`src/design/dma_defines.svh`:
```
`ifndef DMA_DEFINES_SVH
`define DMA_DEFINES_SVH

// ===========================================================================
// copy engine sizing
// ===========================================================================

// byte address width on both AXI channel sets
`define DMA_ADDR_W      10

// data beat width
`define DMA_DATA_W      32

// byte offset bits inside one data word
`define DMA_ADDRLSB     2

`define DMA_LGMAXBURST  4   // 16 beats per burst
`define DMA_LGFIFO      5   // 32 word beat store

`endif

```
`src/design/dma_pkg.sv`:
```
`default_nettype none

`include "dma_defines.svh"

package dma_pkg;

	// byte address, same width for source and destination
	typedef logic [`DMA_ADDR_W-1:0] addr_t;

	// one data beat
	typedef logic [`DMA_DATA_W-1:0] word_t;

	// word count, one bit over the address space in words
	typedef logic [`DMA_ADDR_W-`DMA_ADDRLSB:0] wcount_t;

	typedef logic [`DMA_LGMAXBURST:0] blen_t;   // 1..16 beats

	// AXI response codes
	typedef enum logic [1:0] {
		OKAY   = 2'b00,
		EXOKAY = 2'b01,
		SLVERR = 2'b10,
		DECERR = 2'b11
	} axi_resp_e;

endpackage

`default_nettype wire

```
`src/design/copy_control.sv`:
```
`default_nettype none

`include "dma_defines.svh"

module copy_control
	import dma_pkg::*;
(
	input  wire logic      ACLK,
	input  wire logic      ARESETn,
	input  wire logic      start,
	input  wire addr_t     src_addr,
	input  wire addr_t     dst_addr,
	input  wire addr_t     len_bytes,
	input  wire logic      writes_complete,
	input  wire logic      rvalid,
	input  wire logic      rready,
	input  wire logic      bvalid,
	input  wire logic      bready,
	input  wire axi_resp_e rresp,
	input  wire axi_resp_e bresp,
	output logic           busy,
	output logic           done,
	output logic           resp_error,
	output addr_t          src_base,
	output addr_t          dst_base,
	output wcount_t        total_words
);

	addr_t   src_live;     // word aligned inputs
	addr_t   dst_live;
	wcount_t words_live;
	addr_t   src_q;
	addr_t   dst_q;
	wcount_t words_q;
	logic    accept;
	logic    bad_resp;

	assign accept     = start && !busy;
	assign src_live   = {src_addr[`DMA_ADDR_W-1:`DMA_ADDRLSB], {`DMA_ADDRLSB{1'b0}}};
	assign dst_live   = {dst_addr[`DMA_ADDR_W-1:`DMA_ADDRLSB], {`DMA_ADDRLSB{1'b0}}};
	assign words_live = wcount_t'(len_bytes[`DMA_ADDR_W-1:`DMA_ADDRLSB]);

	// issuers load while idle, so they see the live descriptor on the start edge
	assign src_base    = busy ? src_q   : src_live;
	assign dst_base    = busy ? dst_q   : dst_live;
	assign total_words = busy ? words_q : words_live;

	always_ff @(posedge ACLK) begin
		if (accept) begin
			src_q   <= src_live;
			dst_q   <= dst_live;
			words_q <= words_live;
		end
	end

	// busy until the last write response, done pulses as busy falls
	always_ff @(posedge ACLK or negedge ARESETn) begin
		if (!ARESETn) begin
			busy <= 1'b0;
			done <= 1'b0;
		end else begin
			done <= 1'b0;
			if (accept) begin
				busy <= 1'b1;
			end else if (busy && writes_complete) begin
				busy <= 1'b0;
				done <= 1'b1;
			end
		end
	end

	assign bad_resp = (rvalid && rready && (rresp != OKAY))
		|| (bvalid && bready && (bresp != OKAY));

	always_ff @(posedge ACLK or negedge ARESETn) begin
		if (!ARESETn)
			resp_error <= 1'b0;
		else if (accept)
			resp_error <= 1'b0;   // new copy, fresh flag
		else if (bad_resp)
			resp_error <= 1'b1;
	end

endmodule

`default_nettype wire

```
`src/design/read_burst_issuer.sv`:
```
`default_nettype none

`include "dma_defines.svh"

module read_burst_issuer
	import dma_pkg::*;
(
	input  wire logic    ACLK,
	input  wire logic    ARESETn,
	input  wire logic    busy,
	input  wire addr_t   src_base,
	input  wire wcount_t total_words,
	input  wire wcount_t free_credit,
	input  wire logic    arready,
	input  wire logic    rvalid,
	input  wire logic    rlast,
	input  wire word_t   rdata,
	output addr_t        araddr,
	output logic [7:0]   arlen,
	output logic         arvalid,
	output logic         rready,
	output logic         reserve,
	output blen_t        reserve_len,
	output logic         push,
	output word_t        push_data
);

	localparam wcount_t MAXBURST = wcount_t'(1 << `DMA_LGMAXBURST);

	addr_t   rd_addr;      // address of the next burst
	wcount_t words_left;   // words not yet requested
	wcount_t bursts_out;   // AR accepted, RLAST not yet seen
	blen_t   next_len;
	blen_t   ar_blen;      // beats of the AR on the bus
	blen_t   arlen_m1;
	logic    issue;
	logic    r_beat;
	logic    r_done;

	// ======================================================================
	// address channel
	// ======================================================================

	assign next_len = (words_left >= MAXBURST) ? blen_t'(MAXBURST) : blen_t'(words_left);

	// a whole max burst of space must be free before asking
	assign issue = busy && !arvalid && (words_left != '0) && (free_credit >= MAXBURST);

	always_ff @(posedge ACLK or negedge ARESETn) begin
		if (!ARESETn) begin
			arvalid    <= 1'b0;
			rd_addr    <= '0;
			words_left <= '0;
		end else if (!busy) begin
			arvalid    <= 1'b0;
			rd_addr    <= src_base;
			words_left <= total_words;
		end else if (issue) begin
			arvalid    <= 1'b1;
			rd_addr    <= rd_addr + (addr_t'(next_len) << `DMA_ADDRLSB);
			words_left <= words_left - wcount_t'(next_len);
		end else if (arready) begin
			arvalid    <= 1'b0;
		end
	end

	always_ff @(posedge ACLK) begin
		if (issue) begin
			araddr  <= rd_addr;
			ar_blen <= next_len;
		end
	end

	assign arlen_m1    = ar_blen - 1'b1;
	assign arlen       = 8'(arlen_m1);
	assign reserve     = arvalid && arready;   // credit taken as the AR goes out
	assign reserve_len = ar_blen;

	// ======================================================================
	// data channel
	// ======================================================================

	assign r_beat = rvalid && rready;
	assign r_done = r_beat && rlast;

	always_ff @(posedge ACLK or negedge ARESETn) begin
		if (!ARESETn) begin
			bursts_out <= '0;
		end else if (!busy) begin
			bursts_out <= '0;
		end else begin
			case ({reserve, r_done})
				2'b10:   bursts_out <= bursts_out + 1'b1;
				2'b01:   bursts_out <= bursts_out - 1'b1;
				default: ;
			endcase
		end
	end

	// space is already reserved, so every beat of a live burst is taken
	assign rready    = (bursts_out != '0);
	assign push      = r_beat;
	assign push_data = rdata;

endmodule

`default_nettype wire

```
`src/design/beat_fifo.sv`:
```
`default_nettype none

`include "dma_defines.svh"

module beat_fifo
	import dma_pkg::*;
#(
	parameter int LGDEPTH = `DMA_LGFIFO
) (
	input  wire logic    ACLK,
	input  wire logic    ARESETn,
	input  wire logic    busy,
	input  wire logic    push,
	input  wire word_t   push_data,
	input  wire logic    pop,
	input  wire logic    reserve,
	input  wire blen_t   reserve_len,
	input  wire logic    claim,
	input  wire blen_t   claim_len,
	output word_t        head_data,
	output wcount_t      free_credit,
	output wcount_t      ready_words
);

	localparam int DEPTH = 1 << LGDEPTH;

	word_t              mem [DEPTH];
	logic [LGDEPTH-1:0] wr_ptr;
	logic [LGDEPTH-1:0] rd_ptr;
	wcount_t            take_len;    // credit taken this cycle
	wcount_t            claim_amt;   // data claimed this cycle

	// ======================================================================
	// storage
	// ======================================================================

	always_ff @(posedge ACLK) begin
		if (push)
			mem[wr_ptr] <= push_data;
	end

	always_ff @(posedge ACLK or negedge ARESETn) begin
		if (!ARESETn) begin
			wr_ptr <= '0;
			rd_ptr <= '0;
		end else if (!busy) begin
			wr_ptr <= '0;
			rd_ptr <= '0;
		end else begin
			if (push)
				wr_ptr <= wr_ptr + 1'b1;   // wraps at DEPTH
			if (pop)
				rd_ptr <= rd_ptr + 1'b1;
		end
	end

	assign head_data = mem[rd_ptr];

	// ======================================================================
	// credit counters
	// ======================================================================

	assign take_len  = reserve ? wcount_t'(reserve_len) : wcount_t'(0);
	assign claim_amt = claim ? wcount_t'(claim_len) : wcount_t'(0);

	// space not yet promised to a read burst
	always_ff @(posedge ACLK or negedge ARESETn) begin
		if (!ARESETn)
			free_credit <= wcount_t'(DEPTH);
		else if (!busy)
			free_credit <= wcount_t'(DEPTH);
		else
			free_credit <= free_credit + wcount_t'(pop) - take_len;
	end

	// stored words no write burst has claimed
	always_ff @(posedge ACLK or negedge ARESETn) begin
		if (!ARESETn)
			ready_words <= '0;
		else if (!busy)
			ready_words <= '0;
		else
			ready_words <= ready_words + wcount_t'(push) - claim_amt;
	end

endmodule

`default_nettype wire

```
`src/design/write_burst_issuer.sv`:
```
`default_nettype none

`include "dma_defines.svh"

module write_burst_issuer
	import dma_pkg::*;
(
	input  wire logic    ACLK,
	input  wire logic    ARESETn,
	input  wire logic    busy,
	input  wire addr_t   dst_base,
	input  wire wcount_t total_words,
	input  wire wcount_t ready_words,
	input  wire word_t   head_data,
	input  wire logic    awready,
	input  wire logic    wready,
	input  wire logic    bvalid,
	output addr_t        awaddr,
	output logic [7:0]   awlen,
	output logic         awvalid,
	output word_t        wdata,
	output logic         wvalid,
	output logic         wlast,
	output logic         bready,
	output logic         claim,
	output blen_t        claim_len,
	output logic         pop,
	output logic         writes_complete
);

	localparam wcount_t MAXBURST = wcount_t'(1 << `DMA_LGMAXBURST);

	addr_t   wr_addr;      // address of the next burst
	wcount_t words_left;   // words not yet put in an AW
	wcount_t bursts_out;   // AW accepted, B not yet seen
	blen_t   next_len;
	blen_t   aw_blen;
	blen_t   awlen_m1;
	blen_t   beats_left;   // beats of the current burst, this one included
	logic    issue;
	logic    w_beat;
	logic    w_done;
	logic    b_beat;

	assign next_len = (words_left >= MAXBURST) ? blen_t'(MAXBURST) : blen_t'(words_left);

	assign w_beat = wvalid && wready;
	assign w_done = w_beat && wlast;
	assign b_beat = bvalid && bready;

	// whole burst must already sit in the FIFO, W bus free or freeing now
	assign issue = busy && !awvalid && (words_left != '0)
		&& (ready_words >= wcount_t'(next_len)) && (!wvalid || w_done);

	// ======================================================================
	// address channel
	// ======================================================================

	always_ff @(posedge ACLK or negedge ARESETn) begin
		if (!ARESETn) begin
			awvalid    <= 1'b0;
			wr_addr    <= '0;
			words_left <= '0;
		end else if (!busy) begin
			awvalid    <= 1'b0;
			wr_addr    <= dst_base;
			words_left <= total_words;
		end else if (issue) begin
			awvalid    <= 1'b1;
			wr_addr    <= wr_addr + (addr_t'(next_len) << `DMA_ADDRLSB);
			words_left <= words_left - wcount_t'(next_len);
		end else if (awready) begin
			awvalid    <= 1'b0;
		end
	end

	always_ff @(posedge ACLK) begin
		if (issue) begin
			awaddr  <= wr_addr;
			aw_blen <= next_len;
		end
	end

	assign awlen_m1  = aw_blen - 1'b1;
	assign awlen     = 8'(awlen_m1);
	assign claim     = awvalid && awready;
	assign claim_len = aw_blen;

	// ======================================================================
	// data channel
	// ======================================================================

	always_ff @(posedge ACLK or negedge ARESETn) begin
		if (!ARESETn) begin
			wvalid     <= 1'b0;
			wlast      <= 1'b0;
			beats_left <= '0;
		end else if (!busy) begin
			wvalid     <= 1'b0;
			wlast      <= 1'b0;
			beats_left <= '0;
		end else if (issue) begin
			wvalid     <= 1'b1;   // first beat goes up with AWVALID
			wlast      <= (next_len == blen_t'(1));
			beats_left <= next_len;
		end else if (w_done) begin
			wvalid     <= 1'b0;
			wlast      <= 1'b0;
			beats_left <= '0;
		end else if (w_beat) begin
			wlast      <= (beats_left == blen_t'(2));
			beats_left <= beats_left - 1'b1;
		end
	end

	// FIFO head only moves on an accepted beat
	assign wdata = head_data;
	assign pop   = w_beat;

	// ======================================================================
	// response channel
	// ======================================================================

	always_ff @(posedge ACLK or negedge ARESETn) begin
		if (!ARESETn) begin
			bursts_out <= '0;
		end else if (!busy) begin
			bursts_out <= '0;
		end else begin
			case ({claim, b_beat})
				2'b10:   bursts_out <= bursts_out + 1'b1;
				2'b01:   bursts_out <= bursts_out - 1'b1;
				default: ;
			endcase
		end
	end

	assign bready = busy;

	// nothing left to send and every burst answered
	assign writes_complete = (words_left == '0) && (bursts_out == '0) && !awvalid && !wvalid;

endmodule

`default_nettype wire

```
`src/design/axi_copy_dma.sv`:
```
`default_nettype none

module axi_copy_dma
	import dma_pkg::*;
(
	input  wire logic      ACLK,
	input  wire logic      ARESETn,

	// descriptor and status
	input  wire logic      start,
	input  wire addr_t     src_addr,
	input  wire addr_t     dst_addr,
	input  wire addr_t     len_bytes,
	output logic           busy,
	output logic           done,
	output logic           resp_error,

	// read address channel
	output addr_t          m_axi_araddr,
	output logic [7:0]     m_axi_arlen,
	output logic           m_axi_arvalid,
	input  wire logic      m_axi_arready,

	// read data channel
	input  wire word_t     m_axi_rdata,
	input  wire axi_resp_e m_axi_rresp,
	input  wire logic      m_axi_rlast,
	input  wire logic      m_axi_rvalid,
	output logic           m_axi_rready,

	// write address channel
	output addr_t          m_axi_awaddr,
	output logic [7:0]     m_axi_awlen,
	output logic           m_axi_awvalid,
	input  wire logic      m_axi_awready,

	// write data channel
	output word_t          m_axi_wdata,
	output logic           m_axi_wlast,
	output logic           m_axi_wvalid,
	input  wire logic      m_axi_wready,

	// write response channel
	input  wire axi_resp_e m_axi_bresp,
	input  wire logic      m_axi_bvalid,
	output logic           m_axi_bready
);

	addr_t   src_base;
	addr_t   dst_base;
	wcount_t total_words;
	logic    writes_complete;

	// read side to beat store
	logic    reserve;
	blen_t   reserve_len;
	logic    push;
	word_t   push_data;

	// write side to beat store
	logic    claim;
	blen_t   claim_len;
	logic    pop;

	wcount_t free_credit;
	wcount_t ready_words;
	word_t   head_data;

	copy_control copy_control_i (
		.ACLK            (ACLK),
		.ARESETn         (ARESETn),
		.start           (start),
		.src_addr        (src_addr),
		.dst_addr        (dst_addr),
		.len_bytes       (len_bytes),
		.writes_complete (writes_complete),
		.rvalid          (m_axi_rvalid),
		.rready          (m_axi_rready),
		.bvalid          (m_axi_bvalid),
		.bready          (m_axi_bready),
		.rresp           (m_axi_rresp),
		.bresp           (m_axi_bresp),
		.busy            (busy),
		.done            (done),
		.resp_error      (resp_error),
		.src_base        (src_base),
		.dst_base        (dst_base),
		.total_words     (total_words)
	);

	read_burst_issuer read_burst_issuer_i (
		.ACLK        (ACLK),
		.ARESETn     (ARESETn),
		.busy        (busy),
		.src_base    (src_base),
		.total_words (total_words),
		.free_credit (free_credit),
		.arready     (m_axi_arready),
		.rvalid      (m_axi_rvalid),
		.rlast       (m_axi_rlast),
		.rdata       (m_axi_rdata),
		.araddr      (m_axi_araddr),
		.arlen       (m_axi_arlen),
		.arvalid     (m_axi_arvalid),
		.rready      (m_axi_rready),
		.reserve     (reserve),
		.reserve_len (reserve_len),
		.push        (push),
		.push_data   (push_data)
	);

	beat_fifo beat_fifo_i (
		.ACLK        (ACLK),
		.ARESETn     (ARESETn),
		.busy        (busy),
		.push        (push),
		.push_data   (push_data),
		.pop         (pop),
		.reserve     (reserve),
		.reserve_len (reserve_len),
		.claim       (claim),
		.claim_len   (claim_len),
		.head_data   (head_data),
		.free_credit (free_credit),
		.ready_words (ready_words)
	);

	write_burst_issuer write_burst_issuer_i (
		.ACLK            (ACLK),
		.ARESETn         (ARESETn),
		.busy            (busy),
		.dst_base        (dst_base),
		.total_words     (total_words),
		.ready_words     (ready_words),
		.head_data       (head_data),
		.awready         (m_axi_awready),
		.wready          (m_axi_wready),
		.bvalid          (m_axi_bvalid),
		.awaddr          (m_axi_awaddr),
		.awlen           (m_axi_awlen),
		.awvalid         (m_axi_awvalid),
		.wdata           (m_axi_wdata),
		.wvalid          (m_axi_wvalid),
		.wlast           (m_axi_wlast),
		.bready          (m_axi_bready),
		.claim           (claim),
		.claim_len       (claim_len),
		.pop             (pop),
		.writes_complete (writes_complete)
	);

endmodule

`default_nettype wire

```
`config.mk`:
```
export PLATFORM = sky130hd
export DESIGN_NAME = axi_copy_dma
export DESIGN_NICKNAME = d
export VERILOG_FILES = /design/src/design/dma_pkg.sv /design/src/design/copy_control.sv /design/src/design/read_burst_issuer.sv /design/src/design/beat_fifo.sv /design/src/design/write_burst_issuer.sv /design/src/design/axi_copy_dma.sv
export VERILOG_INCLUDE_DIRS = /design/src /design/src/design
export SDC_FILE = /design/constraint.sdc
export NUM_CORES = 1
export LEC_CHECK = 0
export BUFFER_PORTS_ARGS = -buffer_cell sky130_fd_sc_hd__buf_4
export CAP_MARGIN = 20
export CORE_MARGIN = 2
export CORE_UTILIZATION = 55
export DETAILED_ROUTE_END_ITERATION = 12
export GPL_TIMING_DRIVEN = 0
export PLACE_DENSITY = 0.87
export SETUP_SLACK_MARGIN = 0.05
export SLEW_MARGIN = 20
export SYNTH_ARGS = -nofsm -noshare
export SYNTH_HDL_FRONTEND = slang
export SYNTH_SLANG_ARGS = --single-unit
```
`constraint.sdc`:
```
create_clock -name ACLK -period 4.4 [get_ports ACLK]
set_clock_uncertainty 0.2 [all_clocks]
set_input_delay 0.44 -clock ACLK [delete_from_list [all_inputs] [get_ports ACLK]]
set_output_delay 0.44 -clock ACLK [all_outputs]
set_load 0.005 [all_outputs]
```
==> results.sh, run 1 <==
export IMPL_cts_sinks=1142
export IMPL_fin_util_pct=64.9
export IMPL_dieArea_um2=86400
export IMPL_wl_per_cell_um=34.3
export IMPL_timing_rr_end="write_burst_issuer_i.awaddr[5]"
export IMPL_htreeDepth=3
export IMPL_portBuffers=135
export IMPL_synth_mux_area_share_pct=16.4
export IMPL_endpoint="m_axi_wdata[30]"
export IMPL_outcome="complete, no violations"
export IMPL_die_w_um=294
export IMPL_initial_utilization_pct=55.4
export IMPL_cp_start_kind="flip-flop"
export IMPL_drc=0
export IMPL_nets=2841
export IMPL_cts_root_buf="clkbuf_16"
export IMPL_drt_total_wl_um=132000
export IMPL_crit_type="flip-flop to primary output"
export IMPL_synth_fa_ha_area_share_pct=2.29
export IMPL_grt_pass1_vias=27200
export IMPL_mostFrequentLayoutCells="edfxtp_1 (1,050), mux4_2 (320), buf_4 (206)"
export IMPL_crit_arrival_ps=3740
export IMPL_synth_distinct_cells=65
export IMPL_max_freq_mhz=228
export IMPL_synth_edf_count=1050
export IMPL_ir_drop_v=0.000533
export IMPL_grt_pass1_wl_um=189000
export IMPL_ys_seq_elements=1142
export IMPL_preCtsSetupSlack_ps=-236
export IMPL_hpwl_um=81300
export IMPL_worstMarginPinSlew_ps=1100
export IMPL_drt_iter0_drc=3909
export IMPL_syn2layout_area_growth_pct=17.1
export IMPL_die_y_um=294
export IMPL_overflow=0
export IMPL_core_area_um2=83400
export IMPL_grt_setup_unrepaired="no"
export IMPL_mostFrequentLayoutCell="edfxtp_1"
export IMPL_critPathCaptureType="primary output"
export IMPL_synth_flop_cell="edfxtp_1"
export IMPL_pin_count=152
export IMPL_cts_buffers=107
export IMPL_clkSlewWorstSetupHoldPaths_ps=70
export IMPL_clk_insertion_delay_late_ps=700
export IMPL_finalMaxSlewViolations=0
export IMPL_seq_area_frac_synth_pct=73.1
export IMPL_cts_tree="done"
export IMPL_setup_tns_ps=0
export IMPL_synth_simple_area_share_pct=3.23
export IMPL_synth_compound_area_share_pct=2.41
export IMPL_cts_buffer_depth=3
export IMPL_antenna_found_initial=3
export IMPL_drive_gt1_share_pct=30.7
export IMPL_synth_top_family_by_area="multiplexers"
export IMPL_syn_inst=2279
export IMPL_cp_slowest_cell="mux4_2"
export IMPL_rrSetupSlack_ps=310
export IMPL_diodes=0
export IMPL_crit_chain="clkbuf_2 -> clkbuf_2 -> clkbuf_2 -> mux4_2 -> mux4_2 -> mux2_2 -> buf_4"
export IMPL_rows=106
export IMPL_power_uw=36100
export IMPL_routabilityCongestion=0.882
export IMPL_cts_setup_buffers=0
export IMPL_grt_max_degree=93
export IMPL_period_needed_ps=4380
export IMPL_hold_path_class="input port to flip-flop"
export IMPL_yosysWarnings=0
export IMPL_whs_ps=38.3
export IMPL_p_leak_uw=0.0183
export IMPL_r2r_start="write_burst_issuer_i.words_left[6]"
export IMPL_critPathMaxFanout=10
export IMPL_vias=26100
export IMPL_cap_viol_max_count=0
export IMPL_power_density_nw_per_um2=666
export IMPL_synth_async_reset_ratio_pct=8.06
export IMPL_relSlewSlack_pct=26.7
export IMPL_syn_avg_cell_area_um2=20.3
export IMPL_syn_area_um2=46300
export IMPL_finalSetupViolCount=0
export IMPL_crit_top_cell="clkbuf_2"
export IMPL_reg2reg_depth=10
export IMPL_vias_per_cell=6.78
export IMPL_ant_nets=0
export IMPL_grtUsageTotal_pct=31.0
export IMPL_synth_xor_area_share_pct=0.795
export IMPL_first_pass_iters=5
export IMPL_critical_path_startpoint="beat_fifo_i.rd_ptr[1]"
export IMPL_period_share_pct=99.5
export IMPL_setup_ws_ps=22.5
export IMPL_crit_path_max_incr_delay_ps=510
export IMPL_hold_viol_final=0
export IMPL_required_ps=3760
area by class of cell:
cell class	instances	area [um^2]
repair buffers	286	2830
clock buffers	133	2840
fillers	5090	29200
inverters	64	244
well taps	1080	1350
flip-flops and latches	1142	33800
multi-input cells	966	11900
clock inverters	68	572
plain buffers	117	623
repair inverters	1	5.00
cell families (layout without fill, tap and decap cells):
kind of cell | after synthesis | count (layout)
XOR/XNOR | 42 | 42
AND/OR/NAND/NOR | 311 | 311
buffers and inverters | 181 | 669
AO/OA/AOI/OAI | 166 | 166
other | 2 | 12
flip-flops | 1142 | 1142
multiplexers | 354 | 354
adder cells (fa/ha/maj) | 81 | 81
flip-flops by register name, indices dropped and copies added, names as in the netlist, 5 cells and up:
name	flops
read_burst_issuer_i.araddr	8
write_burst_issuer_i.claim_len	5
write_burst_issuer_i.awaddr	8
beat_fifo_i.rd_ptr	5
beat_fifo_i.free_credit	9
read_burst_issuer_i.bursts_out	9
write_burst_issuer_i.words_left	9
write_burst_issuer_i.beats_left	5
read_burst_issuer_i.rd_addr	8
read_burst_issuer_i.words_left	9
read_burst_issuer_i.reserve_len	5
write_burst_issuer_i.wr_addr	8
beat_fifo_i.wr_ptr	5
beat_fifo_i.mem	1024
beat_fifo_i.ready_words	9
write_burst_issuer_i.bursts_out	9
report_power, final:
group | switching, uW | total, uW | internal, uW
registers | 628 | 13700 | 13000
logic | 7360 | 13300 | 5930
clock network | 4170 | 9160 | 5000
repair_timing:
item,in CTS,in global routing
endpoints found under the hold margin,1151,0
hold buffers,62,0
gates resized for setup,43,18
endpoints found under the setup margin,32,44
cloned,0,1
worst max-delay path, delay by kind of cell (launching register included):
kind	cells	cell delay [ps]
DFF	1	390
muxes	3	1260
buffers and inverters	4	1380
metrics by stage:
step | instances | instance area, um^2
3_5_place_dp | 3593 | 50100
2_1_floorplan | 2289 | 46300
6_report | 3857 | 54200
4_1_cts | 3856 | 54100
3_3_place_gp | 3504 | 48700
5_1_grt | 3857 | 54200
synth_stat cells, types with 33 or more instances:
master / n / area (um^2)
ha_1: 75 / 938
dfrtp_1: 91 / 2280
clkbuf_1: 58 / 218
mux4_2: 320 / 7210
edfxtp_1: 1050 / 31500
nor3_1: 41 / 205
a21oi_1: 33 / 165
nand2_1: 66 / 248
o21ai_0: 38 / 190
inv_1: 61 / 229
nand3_1: 42 / 210
nor2_1: 86 / 323
worst min-delay path by stage:
stage	to	slack (ps)	startpoint	cells after the start
6_report	read_burst_issuer_i.words_left[2]	40	len_bytes[4]	4
2_1_floorplan	beat_fifo_i.free_credit[0]	-60	ARESETn	0
3_3_place_gp	write_burst_issuer_i.awaddr[2]	270	write_burst_issuer_i.wr_addr[2]	0
3_5_place_dp	write_burst_issuer_i.awaddr[2]	280	write_burst_issuer_i.wr_addr[2]	0
4_1_cts	read_burst_issuer_i.words_left[2]	10	len_bytes[4]	4
5_1_grt	read_burst_issuer_i.words_left[2]	30	len_bytes[4]	4
per-layer routing:
metal	track usage [%]	vias to the layer above	wire, um
li1	-	10200	-
met1	38.2	13300	42700
met2	52.9	2214	67200
met3	6.65	449	15200
met4	14.2	2	6980
met5	0	-	14
Note: power is estimated with default switching activity, not from simulation.
==> inputs of run 2 (changes only) <==
MAX_ROUTING_LAYER = met4   (was not set)
==> run 2 against run 1 <==
Sequential share of layout area hardly changed. Non-clock buffer count down 7. Sequential power hardly changed. Total power grew 0.67%. Critical path depth did not move. Final cell count decreased by 0.31%. Utilization barely moved. Register-to-register slack got worse by 40 ps. Cell area is essentially flat. Critical endpoint is now m_axi_wdata[6]. Clock power up 2%. Sequential cell count unchanged. Via count hardly changed.
==> results.sh, run 2 (synthesized netlist as in run 1, its figures left out) <==
export IMPL_outcome="complete, no violations"
export IMPL_largest_register="beat_fifo_i.mem"
export IMPL_required_ps=3760
export IMPL_finalMaxSlewViolations=0
export IMPL_power_uw=36400
export IMPL_core_area_um2=83400
export IMPL_crit_type="flip-flop to primary output"
export IMPL_overflow=0
export IMPL_whs_ps=25.0
export IMPL_portBuffers=135
export IMPL_preCtsSetupSlack_ps=-274
export IMPL_pin_count=152
export IMPL_mostFrequentLayoutCell="edfxtp_1"
export IMPL_cap_viol_max_count=0
export IMPL_finalSetupViolCount=0
export IMPL_worstMarginPinSlew_ps=1050
export IMPL_cts_root_buf="clkbuf_16"
export IMPL_setup_ws_ps=18.0
export IMPL_drt_total_wl_um=133000
export IMPL_antenna_found_initial=5
export IMPL_relSlewSlack_pct=29.9
export IMPL_dieArea_um2=86400
export IMPL_rows=106
export IMPL_power_share_sequential_pct=37.6
export IMPL_grt_setup_unrepaired="yes"
export IMPL_max_freq_mhz=228
export IMPL_htreeDepth=3
export IMPL_die_w_um=294
export IMPL_clockPowerShare_pct=25.7
export IMPL_largest_register_ffs=1024
export IMPL_ant_nets=0
export IMPL_grt_max_degree=93
export IMPL_drt_iter0_drc=3739
export IMPL_clkSlewWorstSetupHoldPaths_ps=70
export IMPL_cts_buffers=109
export IMPL_grt_pass1_vias=26800
export IMPL_mostFrequentLayoutCells="edfxtp_1 (1,050), mux4_2 (320), buf_4 (203)"
export IMPL_p_int_uw=24200
export IMPL_period_needed_ps=4380
export IMPL_vias_per_cell=6.80
export IMPL_critPathCaptureType="primary output"
export IMPL_drc=0
export IMPL_fin_util_pct=64.9
export IMPL_period_share_pct=99.6
export IMPL_vias=26100
export IMPL_cts_buffer_depth=3
export IMPL_dp_cells=3586
export IMPL_wl_per_cell_um=34.5
export IMPL_first_pass_iters=5
export IMPL_routabilityCongestion=0.881
export IMPL_p_leak_uw=0.0183
export IMPL_cts_sinks=1142
export IMPL_hold_viol_final=0
export IMPL_netSwitchingPower_uw=12200
export IMPL_grt_pass1_wl_um=189000
export IMPL_grtUsageTotal_pct=32.1
export IMPL_clk_insertion_delay_late_ps=690
export IMPL_ir_drop_v=0.000557
export IMPL_cts_tree="done"
export IMPL_swShare_pct=33.5
export IMPL_combPwrFrac_pct=36.8
export IMPL_initial_utilization_pct=55.4
export IMPL_critPathMaxFanout=10
export IMPL_nets=2835
export IMPL_syn2layout_area_growth_pct=17.1
export IMPL_hold_path_class="input port to flip-flop"
export IMPL_hpwl_um=81900
export IMPL_fin_cells=3845
export IMPL_power_density_nw_per_um2=671
export IMPL_die_y_um=294
export IMPL_cp_start_kind="flip-flop"
export IMPL_crit_arrival_ps=3740
export IMPL_drive_gt1_share_pct=30.6
run 2: cell types whose count changed in the layout (fill, tap and decap cells not counted), moves of 4 or more:
cell,previous run,this run
buf_12,5,12
clkinv_1,29,22
clkinv_2,20,15
clkbuf_16,107,111
diode_2,0,5
clkinvlp_4,7,1
buf_2,31,27
buf_16,22,14
run 2: layer usage:
metal | share of wire, % | routed length, um | track usage, %
met3 | 11 | 14600 | 6.56
met5 | 0 | 0 | -
met2 | 50 | 66600 | 52.7
met4 | 6.2 | 8250 | 16.4
met1 | 33 | 43400 | 38.0
run 2: worst paths after layout:
| path | startpoint | cells after the start | to | slack [ps] |
|---|---|---|---|---|
| max | beat_fifo_i.rd_ptr[1] | 7 | m_axi_wdata[6] | 20 |
| min | len_bytes[4] | 4 | read_burst_issuer_i.words_left[2] | 20 |
| max reg2reg | copy_control_i.busy | 11 | write_burst_issuer_i.bursts_out[7] | 270 |
| min reg2reg | read_burst_issuer_i.rd_addr[5] | 0 | read_burst_issuer_i.araddr[5] | 310 |
| max in group asynchronous | ARESETn | 2 | beat_fifo_i.free_credit[6] | 3140 |
| min in group asynchronous | ARESETn | 2 | read_burst_issuer_i.bursts_out[7] | 230 |
run 2: cell type report:
| type | count | area [um^2] |
|---|---|---|
| tap | 1080 | 1350 |
| clock buffer | 135 | 2930 |
| multi-input combinational | 966 | 11900 |
| clock inverter | 57 | 574 |
| inverter | 64 | 241 |
| timing repair buffer | 279 | 2700 |
| buffer | 117 | 636 |
| fill | 5121 | 29300 |
| antenna | 5 | 12.5 |
| sequential | 1142 | 33800 |
run 2: critical path, cell delays in order (launching register included):
cell and delay, ps:
dfrtp_1 390, clkbuf_2 340, clkbuf_2 370, buf_2 440
mux4_2 440, mux4_2 500, mux2_2 380, buf_4 170
run 2: power groups by stage:
stage / sequential (uW) / combinational (uW) / clock (uW)
finish: 13700 / 13400 / 9330
detailed placement: 13800 / 12700 / 0
global placement: 13800 / 11700 / 0
global route: 13700 / 14000 / 9670
floorplan: 13600 / 7980 / 0
CTS: 13600 / 13200 / 9320
run 2: timing repair:
action,4_1_cts,5_1_grt
hold buffers,62,0
endpoints found under the setup margin,34,15
hold endpoints to repair,1151,0
gates resized for setup,51,16
gates cloned,0,0
setup buffers,0,0
run 2: metrics by stage:
| stage | cell area [um^2] | setup TNS [ps] |
|---|---|---|
| after floorplan | 46300 | 0 |
| after global placement | 48700 | -1785090 |
| after detailed placement | 49900 | -4450 |
| after CTS | 54100 | 0 |
| after global routing | 54200 | 0 |
| final | 54200 | 0 |
